$ cat src/tx_frame_pkg.sv
// frame constants: IQ word layout, frame length, FIFO depth and credit width
package tx_frame_pkg;

    // one I or Q half of a sample, also the width of the host seed
    localparam int unsigned seed_w = 16;

    // IQ word, I in the high half and Q in the low half
    localparam int unsigned sample_w = 2 * seed_w;

    // frame length in samples
    localparam int unsigned len_w = 10;

    // transmit FIFO
    localparam int unsigned fifo_depth = 8;
    localparam int unsigned ptr_w = $clog2(fifo_depth);

    // credits and FIFO occupancy both count up to fifo_depth
    localparam int unsigned credit_w = 4;
    localparam logic [credit_w-1:0] credit_init = credit_w'(fifo_depth);

endpackage

$ cat src/tx_timing_pkg.sv
// timing constants for the tx activity detector: count scale and delay field widths
package tx_timing_pkg;

    // width of the bb to rf delay field
    localparam int unsigned delay_w = 8;

    // width of the rf extension and tx chain on/off fields
    localparam int unsigned ext_w = 7;

    // scaled delay counter, wide enough for (255 + 127) * count_scale
    localparam int unsigned cnt_w = 14;

    // clock cycles per delay unit
    // kept at counter width so a field times the scale stays in counter range
    localparam logic [cnt_w-1:0] count_scale = 4;

endpackage

$ cat src/tx_frame_ctrl.sv
// tx frame controller: host request decode and phy start/started/done sequencing
`timescale 1ns/1ps

module tx_frame_ctrl (
    input  logic                            clk,
    input  logic                            rstn,
    input  logic                            tx_req,
    input  logic [tx_frame_pkg::len_w-1:0]  tx_len,
    input  logic [tx_frame_pkg::seed_w-1:0] tx_seed,
    input  logic                            gen_last,
    output logic                            tx_busy,
    output logic                            phy_tx_start,
    output logic                            phy_tx_started,
    output logic                            phy_tx_done,
    output logic                            gen_go,
    output logic [tx_frame_pkg::len_w-1:0]  gen_len,
    output logic [tx_frame_pkg::seed_w-1:0] gen_seed
);

    typedef enum logic [2:0] {
        S_IDLE,
        S_START,
        S_STARTED,
        S_RUN,
        S_DONE
    } state_t;

    state_t state;

    always_ff @(posedge clk) begin
        if (!rstn) begin
            state <= S_IDLE;
        end else begin
            case (state)
                S_IDLE: begin
                    // a request is only taken here, so tx_busy masks the rest
                    if (tx_req) begin
                        state <= S_START;
                    end
                end
                S_START:   state <= S_STARTED;
                S_STARTED: state <= S_RUN;
                S_RUN: begin
                    if (gen_last) begin
                        state <= S_DONE;
                    end
                end
                S_DONE:    state <= S_IDLE;
                default:   state <= S_IDLE;
            endcase
        end
    end

    // frame parameters, held for the generator until the next request
    always_ff @(posedge clk) begin
        if (state == S_IDLE && tx_req) begin
            gen_len  <= tx_len;
            gen_seed <= tx_seed;
        end
    end

    // moore strobes, each state lasts one cycle except idle and run
    assign phy_tx_start   = (state == S_START);
    assign phy_tx_started = (state == S_STARTED);
    assign gen_go         = (state == S_STARTED);
    assign phy_tx_done    = (state == S_DONE);
    assign tx_busy        = (state != S_IDLE);

endmodule

$ cat src/tx_iq_fifo.sv
// transmit IQ FIFO, first-word-fall-through, one credit returned per read
`timescale 1ns/1ps

module tx_iq_fifo (
    input  logic                              clk,
    input  logic                              rstn,
    input  logic                              push,
    input  logic [tx_frame_pkg::sample_w-1:0] push_data,
    input  logic                              dac_rd,
    output logic [tx_frame_pkg::sample_w-1:0] dac_data,
    output logic                              fifo_empty,
    output logic                              credit_ret
);

    logic [tx_frame_pkg::sample_w-1:0] mem [tx_frame_pkg::fifo_depth];
    logic [tx_frame_pkg::ptr_w-1:0]    wr_ptr;
    logic [tx_frame_pkg::ptr_w-1:0]    rd_ptr;
    logic [tx_frame_pkg::credit_w-1:0] count;
    logic                              rd;

    assign fifo_empty = (count == '0);
    assign rd         = dac_rd && !fifo_empty;
    assign dac_data   = mem[rd_ptr];

    // no full check, the generator's credits bound the occupancy
    always_ff @(posedge clk) begin
        if (push) begin
            mem[wr_ptr] <= push_data;
        end
    end

    // depth is a power of two, pointers wrap on their own
    always_ff @(posedge clk) begin
        if (!rstn) begin
            wr_ptr     <= '0;
            rd_ptr     <= '0;
            count      <= '0;
            credit_ret <= 1'b0;
        end else begin
            if (push) begin
                wr_ptr <= wr_ptr + 1'b1;
            end
            if (rd) begin
                rd_ptr <= rd_ptr + 1'b1;
            end
            case ({push, rd})
                2'b10:   count <= count + 1'b1;
                2'b01:   count <= count - 1'b1;
                default: count <= count;
            endcase
            credit_ret <= rd;
        end
    end

endmodule

$ cat src/tx_on_detection.sv
// tx activity detector: baseband, core, rf and tx chain windows from FIFO and phy strobes
`timescale 1ns/1ps

module tx_on_detection (
    input  logic                               clk,
    input  logic                               rstn,
    input  logic [tx_timing_pkg::delay_w-1:0]  bb_rf_delay_count_top,
    input  logic [tx_timing_pkg::ext_w-1:0]    rf_end_ext_count_top,
    input  logic [tx_timing_pkg::ext_w-1:0]    bb_start_tx_chain_on_delay_count_top,
    input  logic [tx_timing_pkg::ext_w-1:0]    bb_end_tx_chain_off_delay_count_top,
    input  logic                               phy_tx_start,
    input  logic                               phy_tx_started,
    input  logic                               phy_tx_done,
    input  logic                               tx_iq_fifo_empty,
    output logic                               tx_core_is_ongoing,
    output logic                               tx_bb_is_ongoing,
    output logic                               tx_rf_is_ongoing,
    output logic                               tx_chain_on,
    output logic                               pulse_tx_bb_end
);

    logic                            bb_ongoing_int;
    logic [3:0]                      bb_hist;
    logic                            search_start;
    logic                            fifo_empty_q;
    logic                            iq_running;
    logic                            core_ongoing_q;
    logic                            pulse_tx_bb_start;
    logic [tx_timing_pkg::cnt_w-1:0] delay_cnt;
    logic [tx_timing_pkg::cnt_w-1:0] rf_on_scale;
    logic [tx_timing_pkg::cnt_w-1:0] rf_off_scale;
    logic [tx_timing_pkg::cnt_w-1:0] rf_off_scale_p1;
    logic [tx_timing_pkg::cnt_w-1:0] chain_on_scale;
    logic [tx_timing_pkg::cnt_w-1:0] chain_off_scale;

    assign tx_core_is_ongoing = core_ongoing_q | phy_tx_start;

    // four extra cycles so the end pulse sits inside the busy window
    assign tx_bb_is_ongoing  = bb_ongoing_int | (|bb_hist);
    assign pulse_tx_bb_start = bb_ongoing_int & ~bb_hist[0];
    assign pulse_tx_bb_end   = ~bb_ongoing_int & bb_hist[0];

    // delay fields scaled to clock cycles, one register stage behind the inputs
    always_ff @(posedge clk) begin
        rf_on_scale     <= bb_rf_delay_count_top * tx_timing_pkg::count_scale;
        rf_off_scale    <= rf_on_scale + rf_end_ext_count_top * tx_timing_pkg::count_scale;
        rf_off_scale_p1 <= rf_off_scale + 1'b1;
        chain_on_scale  <= bb_start_tx_chain_on_delay_count_top * tx_timing_pkg::count_scale;
        chain_off_scale <= bb_end_tx_chain_off_delay_count_top * tx_timing_pkg::count_scale;
    end

    always_ff @(posedge clk) begin
        if (!rstn) begin
            bb_ongoing_int <= 1'b0;
            bb_hist        <= '0;
            search_start   <= 1'b0;
            fifo_empty_q   <= 1'b1;
            iq_running     <= 1'b0;
            core_ongoing_q <= 1'b0;
        end else begin
            bb_hist      <= {bb_hist[2:0], bb_ongoing_int};
            fifo_empty_q <= tx_iq_fifo_empty;

            if (phy_tx_start) begin
                core_ongoing_q <= 1'b1;
            end else if (phy_tx_done) begin
                core_ongoing_q <= 1'b0;
            end

            // look for empty to non-empty after started, the reverse after done
            if (phy_tx_started) begin
                search_start <= 1'b1;
            end else if (phy_tx_done) begin
                search_start <= 1'b0;
            end

            if (search_start && fifo_empty_q && !tx_iq_fifo_empty) begin
                bb_ongoing_int <= 1'b1;
            end else if (!search_start && !fifo_empty_q && tx_iq_fifo_empty) begin
                bb_ongoing_int <= 1'b0;
            end

            if (pulse_tx_bb_start) begin
                iq_running <= 1'b1;
            end else if (pulse_tx_bb_end) begin
                iq_running <= 1'b0;
            end
        end
    end

    // one counter serves both edges, restarted on each and parked past the rf off point
    always_ff @(posedge clk) begin
        if (!rstn) begin
            delay_cnt        <= '0;
            tx_rf_is_ongoing <= 1'b0;
            tx_chain_on      <= 1'b0;
        end else if (pulse_tx_bb_start || pulse_tx_bb_end) begin
            delay_cnt <= '0;
        end else begin
            if (delay_cnt != rf_off_scale_p1) begin
                delay_cnt <= delay_cnt + 1'b1;
            end

            if (iq_running && delay_cnt == rf_on_scale) begin
                tx_rf_is_ongoing <= 1'b1;
            end else if (!iq_running && delay_cnt == rf_off_scale) begin
                tx_rf_is_ongoing <= 1'b0;
            end

            if (iq_running && delay_cnt == chain_on_scale) begin
                tx_chain_on <= 1'b1;
            end else if (!iq_running && delay_cnt == chain_off_scale) begin
                tx_chain_on <= 1'b0;
            end
        end
    end

endmodule

$ cat src/tx_sample_gen.sv
// IQ sample generator with credit-based flow control towards the tx FIFO
`timescale 1ns/1ps

module tx_sample_gen (
    input  logic                              clk,
    input  logic                              rstn,
    input  logic                              gen_go,
    input  logic [tx_frame_pkg::len_w-1:0]    gen_len,
    input  logic [tx_frame_pkg::seed_w-1:0]   gen_seed,
    input  logic                              credit_ret,
    output logic                              push,
    output logic [tx_frame_pkg::sample_w-1:0] push_data,
    output logic                              gen_last
);

    logic                              active;
    logic [tx_frame_pkg::len_w-1:0]    idx;
    logic [tx_frame_pkg::credit_w-1:0] credit_cnt;
    logic [tx_frame_pkg::seed_w-1:0]   i_word;

    // sample rule: I = seed + k, Q = ~I
    assign i_word    = gen_seed + {{(tx_frame_pkg::seed_w - tx_frame_pkg::len_w){1'b0}}, idx};
    assign push_data = {i_word, ~i_word};

    // one push per cycle while a credit is held, otherwise stall in place
    assign push     = active && (credit_cnt != '0);
    assign gen_last = push && (idx == gen_len - 1'b1);

    always_ff @(posedge clk) begin
        if (!rstn) begin
            active <= 1'b0;
            idx    <= '0;
        end else if (gen_go) begin
            active <= 1'b1;
            idx    <= '0;
        end else if (push) begin
            if (gen_last) begin
                active <= 1'b0;
            end
            idx <= idx + 1'b1;
        end
    end

    always_ff @(posedge clk) begin
        if (!rstn) begin
            credit_cnt <= tx_frame_pkg::credit_init;
        end else begin
            case ({credit_ret, push})
                2'b10:   credit_cnt <= credit_cnt + 1'b1;
                2'b01:   credit_cnt <= credit_cnt - 1'b1;
                // a return and a push in the same cycle cancel
                default: credit_cnt <= credit_cnt;
            endcase
        end
    end

endmodule

$ cat src/tx_top.sv
// baseband transmit top: frame controller, sample generator, IQ FIFO and activity detector
`timescale 1ns/1ps

module tx_top (
    input  logic                              clk,
    input  logic                              rstn,
    input  logic                              tx_req,
    input  logic [tx_frame_pkg::len_w-1:0]    tx_len,
    input  logic [tx_frame_pkg::seed_w-1:0]   tx_seed,
    input  logic [tx_timing_pkg::delay_w-1:0] bb_rf_delay,
    input  logic [tx_timing_pkg::ext_w-1:0]   rf_end_ext,
    input  logic [tx_timing_pkg::ext_w-1:0]   chain_on_delay,
    input  logic [tx_timing_pkg::ext_w-1:0]   chain_off_delay,
    input  logic                              dac_rd,
    output logic                              tx_busy,
    output logic [tx_frame_pkg::sample_w-1:0] dac_data,
    output logic                              fifo_empty,
    output logic                              tx_core_is_ongoing,
    output logic                              tx_bb_is_ongoing,
    output logic                              tx_rf_is_ongoing,
    output logic                              tx_chain_on,
    output logic                              pulse_tx_bb_end
);

    logic                              phy_tx_start;
    logic                              phy_tx_started;
    logic                              phy_tx_done;
    logic                              gen_go;
    logic [tx_frame_pkg::len_w-1:0]    gen_len;
    logic [tx_frame_pkg::seed_w-1:0]   gen_seed;
    logic                              gen_last;
    logic                              push;
    logic [tx_frame_pkg::sample_w-1:0] push_data;
    logic                              credit_ret;

    tx_frame_ctrl u_ctrl (
        .clk, .rstn, .tx_req, .tx_len, .tx_seed, .gen_last, .tx_busy,
        .phy_tx_start, .phy_tx_started, .phy_tx_done, .gen_go, .gen_len, .gen_seed
    );

    tx_sample_gen u_gen (
        .clk, .rstn, .gen_go, .gen_len, .gen_seed, .credit_ret, .push, .push_data, .gen_last
    );

    tx_iq_fifo u_fifo (
        .clk, .rstn, .push, .push_data, .dac_rd, .dac_data, .fifo_empty, .credit_ret
    );

    tx_on_detection u_det (
        .clk                                  (clk),
        .rstn                                 (rstn),
        .bb_rf_delay_count_top                (bb_rf_delay),
        .rf_end_ext_count_top                 (rf_end_ext),
        .bb_start_tx_chain_on_delay_count_top (chain_on_delay),
        .bb_end_tx_chain_off_delay_count_top  (chain_off_delay),
        .phy_tx_start                         (phy_tx_start),
        .phy_tx_started                       (phy_tx_started),
        .phy_tx_done                          (phy_tx_done),
        .tx_iq_fifo_empty                     (fifo_empty),
        .tx_core_is_ongoing                   (tx_core_is_ongoing),
        .tx_bb_is_ongoing                     (tx_bb_is_ongoing),
        .tx_rf_is_ongoing                     (tx_rf_is_ongoing),
        .tx_chain_on                          (tx_chain_on),
        .pulse_tx_bb_end                      (pulse_tx_bb_end)
    );

endmodule

$ cat config.mk
export PLATFORM = sky130hd
export DESIGN_NAME = tx_top
export DESIGN_NICKNAME = d
export VERILOG_FILES = /design/src/tx_frame_pkg.sv /design/src/tx_timing_pkg.sv /design/src/tx_frame_ctrl.sv /design/src/tx_iq_fifo.sv /design/src/tx_on_detection.sv /design/src/tx_sample_gen.sv /design/src/tx_top.sv
export SDC_FILE = /design/constraint.sdc
export NUM_CORES = 1
export LEC_CHECK = 0
export ABC_CLOCK_PERIOD_IN_PS = 5000
export BUFFER_PORTS_ARGS = -buffer_cell sky130_fd_sc_hd__buf_2
export CAP_MARGIN = 20
export CORE_MARGIN = 5
export CORE_UTILIZATION = 60
export DETAILED_ROUTE_END_ITERATION = 8
export PLACE_DENSITY = 0.9
export SYNTH_ARGS = -nofsm -noshare
export SYNTH_HDL_FRONTEND = slang
export SYNTH_SLANG_ARGS = --single-unit
export TNS_END_PERCENT = 100
$ cat constraint.sdc
create_clock -name clk -period 5 [get_ports clk]
set_clock_uncertainty 0.15 [all_clocks]
set_input_delay 0.25 -clock clk [delete_from_list [all_inputs] [get_ports clk]]
set_output_delay 0.25 -clock clk [all_outputs]
set_load 0.005 [all_outputs]
# After elaboration in Yosys (flattened, before gate mapping)
# Memories as Yosys holds them, arrays and structs flattened. A register that Yosys moved wholly into a read port is not among the register bits.
# Cells that the tools add are included.
[totals] output_inout_bits=39 reg_bits=130 n_memories=1 input_bits=59 ramBits=256 word_cells=123
[memory_table] memory="u_fifo.mem" words=8 word_bits=32 rd=1 rd_clocked_by_memory_dff=1 wr=1 line="tx_iq_fifo.sv:15" source="logic [tx_frame_pkg::sample_w-1:0] mem [tx_frame_pkg::fifo_depth];"
[op_classes] add_sub_neg=12 eq_ne=16 reduce_logical=38 n_bitwise=9 n_mux=23
[op_table] cell="14-bit by 1-bit adder with 14-bit output (second input constant)" n=2
[op_table] cell="14-bit by 9-bit equality test with 1-bit output" n=2
[op_table] cell="2-bit nonzero test" n=10
[op_table] cell="16-bit by 10-bit adder with 16-bit output" n=1
[op_table] cell="1-bit two-way mux" n=16
[op_table] cell="16-bit inverter" n=1
[op_table] cell="4-bit one-hot mux with 2 select lines" n=2
[op_table] cell="14-bit by 10-bit equality test with 1-bit output" n=1
[op_table] cell="14-bit equality test" n=1
[op_table] cell="14-bit != test" n=1
[op_table] cell="1-bit logical AND" n=12
[op_table] cell="3-bit two-way mux" n=4
[op_table] cell="3-bit one-hot mux with 4 select lines" n=1
[op_table] cell="10-bit by 9-bit adder with 11-bit output" n=1
[op_table] cell="10-bit by 1-bit adder with 10-bit output (second input constant)" n=1
[op_table] cell="10-bit equality test" n=1
[op_table] cell="10-bit by 1-bit subtractor with 10-bit output (second input constant)" n=1
[op_table] cell="4-bit by 1-bit adder with 4-bit output (second input constant)" n=2
[op_table] cell="2-bit AND reduction" n=4
[op_table] cell="4-bit by 1-bit subtractor with 4-bit output (second input constant)" n=2
[op_table] cell="3-bit by 1-bit adder with 3-bit output (second input constant)" n=2
[op_table] cell="3-bit by 2-bit equality test with 1-bit output (second input constant)" n=2
[op_table] cell="2-bit by 1-bit equality test with 1-bit output (second input constant)" n=2
[op_table] cell="2-bit equality test (second input constant)" n=2
[op_table] cell="14 further kinds" n=24

# Logic depth before layout (Yosys ltp)
# Gate-level depths: netlist (run 1).
[depth] word_depth=6 mapped_depth=11 mapped_depth_nobuf=10

# Modules after synthesis
# From an unflattened synthesis (run 1), not the netlist that was laid out.
[hier_totals] hier_cells=979 hier_area_um2=15947.8
[by_module_without_submodules] module="tx_iq_fifo" area_each_um2=10452.5 cells_per_inst=443 n_inst=1
[by_module_without_submodules] module="tx_on_detection" area_each_um2=2731.4 cells_per_inst=256 n_inst=1
[by_module_without_submodules] module="tx_sample_gen" area_each_um2=1826.8 cells_per_inst=236 n_inst=1
[by_module_without_submodules] module="tx_frame_ctrl" area_each_um2=937.1 cells_per_inst=44 n_inst=1

# Worst setup path before layout (run 1)
# Ideal clock, no wire load.
[synth_timing] kind="flip-flop to flip-flop" from="register u_gen.credit_cnt[0] (netlist name)" to="memory u_fifo.mem[0][0] (netlist name), enable pin" setup_slack_ns=0.691 path_stages_with_launch=3 setup_time_ns=0.501 required_time_ns=4.349 arrival_time_ns=3.657 path_buffers=0 cell_sequence="dfxtp_1 -> o41ai_2 -> nor4_1"
[synth_between] elab_chain_cells=4
[synth_rtl] element="start, declared" line="tx_sample_gen.sv:18" source="logic [tx_frame_pkg::credit_w-1:0] credit_cnt;"
[synth_rtl] element="start signal, assigned" line="tx_sample_gen.sv:46" source="credit_cnt <= tx_frame_pkg::credit_init;"
[synth_rtl] element="start signal, assigned" line="tx_sample_gen.sv:49" source="2'b10: credit_cnt <= credit_cnt + 1'b1;"
[synth_rtl] element="start signal, assigned" line="tx_sample_gen.sv:50" source="2'b01: credit_cnt <= credit_cnt - 1'b1;"
[synth_rtl] element="4-bit nonzero test" line="tx_sample_gen.sv:26" source="assign push = active && (credit_cnt != '0);"
[synth_rtl] element="1-bit logical AND" line="tx_sample_gen.sv:26"
[synth_rtl] element="1-bit two-way mux" line="tx_iq_fifo.sv:27" source="if (push) begin"
[synth_rtl] element="1-bit two-way mux (not written as such)" line="tx_iq_fifo.sv:28" source="mem[wr_ptr] <= push_data;"
[synth_rtl] element="end, declared" line="tx_iq_fifo.sv:15"
# No other way between the ends.

==> flow_summary.toml, run 1 <==
[floorplanning]
die_area_um2 = 29000
core-area_um2 = 25300
ios = 98
std_cell_rows = 58
die_x_um = 170
initial_utilization_pct = 61.1
fp.dieH_um = 170

[sta]
final.setup.tns_ns = 0
period_share_pct = 67.0
hold_violations = 0
fin_crit_ns = 3.35
max-slew-margin-rel_pct = 23.8
max_freq_mhz = 299
drv_slew = 0
final-setup-viol-count = 0
grt_setup_unrepaired = "no"
worstMarginPinSlew_ns = 1.13

[synth]
yosysTopAreaCell = "edfxtp_1"
synth_area_per_cell_um2 = 16.1
synthTopCellsByArea = "edfxtp_1, dfxtp_1, mux4_2"
synth_cell_types = 54
yosysSeqAreaShare_pct = 67.4
syn-cell-area_um2 = 15400
yosys_warnings = 0
netlist_top_cells_count = "edfxtp_1, dfxtp_1, mux4_2"
synth_flop_cell = "edfxtp_1"
synth_top_area_share_pct = 54.9
synth-seq-cells = 379
synthMostInstantiatedCell = "edfxtp_1"
synth_edf_count = 282
syn_nets = 1055
synthArstFlopShare_pct = 0
synthCells = 960

[finish]
n_antenna_cell = 0
regArea_um2 = 10400
n_fill_cell = 1478
final_util_pct = 71.5
layout-drive-gt1-share_pct = 23.9
area.growth.synth_to_final_pct = 17.0
final_cells = 1490
nNetsFinal = 1229
multi_input_area_um2 = 4780

[route]
dr.pass1.iters = 5
avgRoutedWirePerCell_um = 22.4
vias = 8841
wirelength_mm = 33.4
viasPerCell = 5.93
remaining_drc_errors = 0
final_antenna_net_count = 0
drtIter0Drc = 815

[place]
place_congestion = 0.835
dpl.hpwl_mm = 18.8
dp.cells = 1368
io_buffers = 97

[clock_tree]
clk_latency_ns = 0.53
post_cts_resized = 0
cts_num_sinks = 379
numCtsBuffers = 37
clkSlewWorstSetupHoldPaths_ns = 0.06
clockRootBuffer = "clkbuf_16"
cts_tree = "done"
cts_max_path_buffers = 3
h-tree-depth = 2

[power]
p_switching_w = 0.00180
ir_worst_vdd_v = 0.000472
p_clk_share_pct = 35.7
power_w = 0.00745
seqPwrFrac_pct = 49.3
combPwrFrac_pct = 15.0
leakagePower_nw = 6.34
p_int_w = 0.00565
p_per_area_nw_per_um2 = 412
swShare_pct = 24.1

[global_routing]
grt_pass1_vias = 9201
grt.overflow.total = 0
grt_pass1_wl_mm = 51.7
grt_usage_pct = 23.5
antenna_found_initial = 0
grt_max_degree = 34

[critical_path]
cp_data_arrival_time_ns = 2.95
start_kind = "flop"
worst_setup_path_end_kind = "primary output"
cp_cell_sequence = "buf_4 -> mux4_2 -> mux2_2 -> buf_2"
cp_max_fo = 33
critPathTopFamily = "flip-flops"
cpPeakStageDelay_ns = 0.89
crit_type = "flop to primary output"
cp_slowest_cell = "dfxtp_2"
worstPathRequired_ns = 4.60
critical_path_buf_inv_count = 2

[flow_run]
drv_cap = 0

[outcome]
status = "finished clean"

[hold_path]
hold_class = "input port to flop"
-- cells by family after synthesis --
family          after synthesis  share of synthesized area, %
compound gates               84                          3.46
xor+xnor                    105                          5.96
flops                       379                          67.4
buf+inv                      71                          1.84
simple gates                187                          6.39
fa+ha+maj                    36                          3.11
mux                          98                          11.8
-- timing repair --
action	4_1_cts	5_1_grt
setup buffers	0	0
endpoints found under the hold margin	59	0
hold buffers	57	0
-- routing by layer --
metal  track usage, %  wire, um  vias to the layer above
met3             4.23      2260                       44
met5                0         0                        -
met4             5.63       590                        0
met2             41.8     17900                      357
li1                 -         -                     3972
met1             30.2     12700                     4468
-- layout by cell type (no fill, tap or decap), types with 7 or more instances in the layout --
master,instances
a21o_1,8
o21ai_0,28
inv_1,36
clkbuf_1,14
or3_1,7
edfxtp_1,282
a21boi_0,9
ha_1,32
dlygate4sd3_1,57
nor2_1,31
dfxtp_1,95
mux4_2,64
buf_4,15
clkbuf_16,38
nor4_1,12
mux2_2,32
nor3_1,13
a21oi_1,17
nand2_1,48
xnor2_1,63
nand4_1,11
and2_1,16
xor2_1,42
buf_2,97
-- worst min-delay path: cells and delay by family --
kind	cells	cell delay [ns]
simple gates	1	0.08
buf+inv	1	0.08
xor+xnor	1	0.12
fa+ha+maj	1	0.18
-- path summary, 6_finish.rpt --
path	startpoint	end	slack, ns	cells past startpoint
hold / removal	rf_end_ext[4]	u_det.rf_off_scale[7]$_DFF_P_	0.07	4
hold reg to reg	u_det.rf_off_scale[6]$_DFF_P_	u_det.rf_off_scale_p1[6]$_DFF_P_	0.22	0
setup / recovery	flop	dac_data[11]	1.65	4
setup reg to reg	u_ctrl.gen_seed[0]$_DFFE_PP_	u_fifo.mem[6][14]$_DFFE_PP_	1.70	8
-- metrics by stage --
stage          cell area [um2]  hold WS (ns)  worst slack (ns)
2_1_floorplan            15400         0.128             0.691
3_3_place_gp             16300         0.202              1.88
3_5_place_dp             16300         0.204              1.75
4_1_cts                  18100        0.0364              1.67
5_1_grt                  18100        0.0840              1.46
6_report                 18100        0.0725              1.65
-- power groups by stage --
stage / clock network, W / registers, W / logic [W]
5_1_grt: 0.00284 / 0.00369 / 0.00122
3_5_place_dp: 0 / 0.00373 / 0.00107
6_report: 0.00266 / 0.00367 / 0.00112
4_1_cts: 0.00270 / 0.00367 / 0.00113
2_1_floorplan: 0 / 0.00364 / 0.000842
3_3_place_gp: 0 / 0.00372 / 0.00103
-- cell type report --
type / count / area share [%]
clock buffers: 56 / 5.86
clock inverters: 9 / 0.519
repair buffers: 169 / 6.47
inverters: 37 / 0.769
well taps: 330 / 2.29
flip-flops and latches: 379 / 57.6
multi-input cells: 510 / 26.5
-- flip-flops by register name (all words and copies together), names as in the netlist, 8 cells and up, named ones only --
name,cells
u_ctrl.gen_len,10
u_ctrl.gen_seed,16
u_det.delay_cnt,14
u_det.rf_off_scale,9
u_det.rf_off_scale_p1,9
u_det.rf_on_scale,8
u_fifo.mem,256
u_gen.idx,10
Power figures use the tool's default switching activity.
==> inputs of run 2 (changes only) <==
- ABC_CLOCK_PERIOD_IN_PS: 5000 -> 3300
- clock period: 5 -> 3.3 ns (I/O delays scaled with it)
==> run 2 against run 1 <==
Compared with the run above: non-clock buffer count is 13 higher; die area stayed put; clock power rose by 49%; worst setup slack lost 1.5 ns; critical path depth is 5 higher; first-iteration DRC count grew 5.6%; final area grew 1.0%; sequential power increased by 51%; total power increased by 51%; register-to-register slack worse by 1.6 ns; critical path type is now flop to flop; largest power group unchanged; highest routed layer unchanged.
==> flow_summary.toml, run 2 (synthesis results as in run 1) <==
[clock_tree]
cts_tree = "done"
clk_latency_ns = 0.52
cts_max_path_buffers = 3
h-tree-depth = 2
postCtsSetupBuffers = 0
clockRootBuffer = "clkbuf_16"
cts_num_sinks = 379
clkSlewWorstSetupHoldPaths_ns = 0.06
numCtsBuffers = 38

[global_routing]
grt_max_degree = 33
antenna_found_initial = 0
grt_pass1_wl_mm = 51.3
grt_pass1_vias = 9323
grt.overflow.total = 0
grt_usage_pct = 23.0

[place]
placed_cell_area_um2 = 16500
io_buffers = 97
place_congestion = 0.804
pre_cts_slack_ns = 0.159
dpl.hpwl_mm = 18.7

[sta]
hold_violations = 0
period_share_pct = 95.5
max-slew-margin-rel_pct = 37.6
worstMarginPinSlew_ns = 0.929
fin_crit_ns = 3.15
drv_slew = 0
worst_slack_ns = 0.147
max_freq_mhz = 317
final-setup-viol-count = 0

[finish]
final_cell_mix = "edfxtp_1, buf_2, dfxtp_1"
n_antenna_cell = 0
layout-drive-gt1-share_pct = 24.9
final_util_pct = 72.3
nNetsFinal = 1243
design_area_um2 = 18200
regMostFlops = "u_fifo.mem"
final_common_cell = "edfxtp_1"
area.growth.synth_to_final_pct = 18.2
largest_reg_flops = 256
reg.largest.list = "u_fifo.mem: 256 flops, u_ctrl.gen_seed: 16 flops, u_det.delay_cnt: 14 flops"
n_fill_cell = 1455

[route]
avgRoutedWirePerCell_um = 21.7
vias = 8883
drtIter0Drc = 861
wirelength_mm = 32.6
remaining_drc_errors = 0
viasPerCell = 5.91
final_antenna_net_count = 0
dr.pass1.iters = 5

[floorplanning]
std_cell_rows = 58
core-area_um2 = 25300
die_x_um = 170
die_area_um2 = 29000
initial_utilization_pct = 61.1
ios = 98
fp.dieH_um = 170

[critical_path]
worst_setup_path_end_kind = "flop"
r2r_slack_ns = 0.15
regToRegEndpoint = "u_fifo.mem[4][12]$_DFFE_PP_"
cp_max_fo = 8
crit_type = "flop to flop"
worstPathRequired_ns = 3.45
crit_end = "u_fifo.mem[4][12]$_DFFE_PP_"
cp_data_arrival_time_ns = 3.31
r2r_cells = 9
regToRegStartpoint = "u_gen.idx[0]$_SDFFE_PP0P_"
crit_start = "u_gen.idx[0]$_SDFFE_PP0P_"
start_kind = "flop"

[flow_run]
drv_cap = 0

[power]
ir_worst_vdd_v = 0.000419
p_per_area_nw_per_um2 = 617
leakagePower_nw = 6.41

[outcome]
status = "finished clean"

[hold_path]
hold_class = "input port to flop"
[run 2: changes by cell type in the layout (fill, tap and decap cells not counted), moves of 2 or more]
cell,delta
xnor2_1,-3
buf_12,+3
xnor2_2,+3
dlygate4sd3_1,+3
clkbuf_1,-2
xor2_1,-3
xor2_2,+3
inv_6,+2
clkinv_1,+2
buf_4,+7
[run 2: cell type report]
type | instances | area [um2] | area share (%)
clock buffers | 54 | 1060 | 5.82
flip-flops and latches | 379 | 10400 | 57.1
repair buffers | 182 | 1310 | 7.19
inverters | 37 | 139 | 0.761
multi-input cells | 510 | 4840 | 26.5
well taps | 330 | 413 | 2.26
clock inverters | 10 | 67.6 | 0.370
[run 2: power by group]
| group | total [W] | internal [W] | leakage [nW] | switching (W) |
|---|---|---|---|---|
| registers | 0.00555 | 0.00533 | 3.35 | 0.000216 |
| clock network | 0.00396 | 0.00225 | 0.553 | 0.00171 |
| logic | 0.00175 | 0.000973 | 2.51 | 0.000777 |
[run 2: worst min path at each step]
stage	startpoint	to	slack [ns]	depth (start not counted)
floorplan	chain_off_delay[0]	u_det.chain_off_scale[2]$_DFF_P_	0.04	0
global placement	bb_rf_delay[3]	u_det.rf_on_scale[5]$_DFF_P_	0.12	1
detailed placement	chain_on_delay[6]	u_det.chain_on_scale[8]$_DFF_P_	0.12	1
CTS	bb_rf_delay[0]	u_det.rf_on_scale[2]$_DFF_P_	0.11	2
global route	bb_rf_delay[4]	u_det.rf_on_scale[6]$_DFF_P_	0.13	2
finish	bb_rf_delay[4]	u_det.rf_on_scale[6]$_DFF_P_	0.13	2
[run 2: per-stage QoR]
step	cells	hold slack [ns]	TNS [ns]	total power (W)
after global routing	1502	0.126	-0.248	0.0118
after CTS	1502	0.108	0	0.0113
final	1502	0.128	0	0.0113
after global placement	1378	0.117	0	0.00726
after detailed placement	1378	0.119	0	0.00732
after floorplan	960	0.0427	-15.85	0.00678
[run 2: timing repair]
action                                 4_1_cts  5_1_grt
endpoints found under the hold margin       70        0
resized for setup                            0        6
setup endpoints to repair                    0       32
hold buffers                                60        0
[run 2: critical path, stage by stage (launching register included)]
cell and delay, ns:
dfxtp_1 0.37, ha_1 0.25, fa_1 0.44, a211oi_1 0.27, o21ai_0 0.19, a41o_1 0.29, a21oi_1 0.23, buf_4 0.16
nand3b_1 0.24, xor2_2 0.33
[run 2: layer usage]
metal | part of all wire, % | track usage [%] | routed length (um) | vias up
met2 | 51 | 39.2 | 16500 | 341
met5 | 0 | 0 | 0 | -
met4 | 2.7 | 7.19 | 867 | 0
li1 | - | - | - | 3999
met3 | 6.8 | 4.16 | 2230 | 72
met1 | 40 | 30.6 | 12900 | 4471
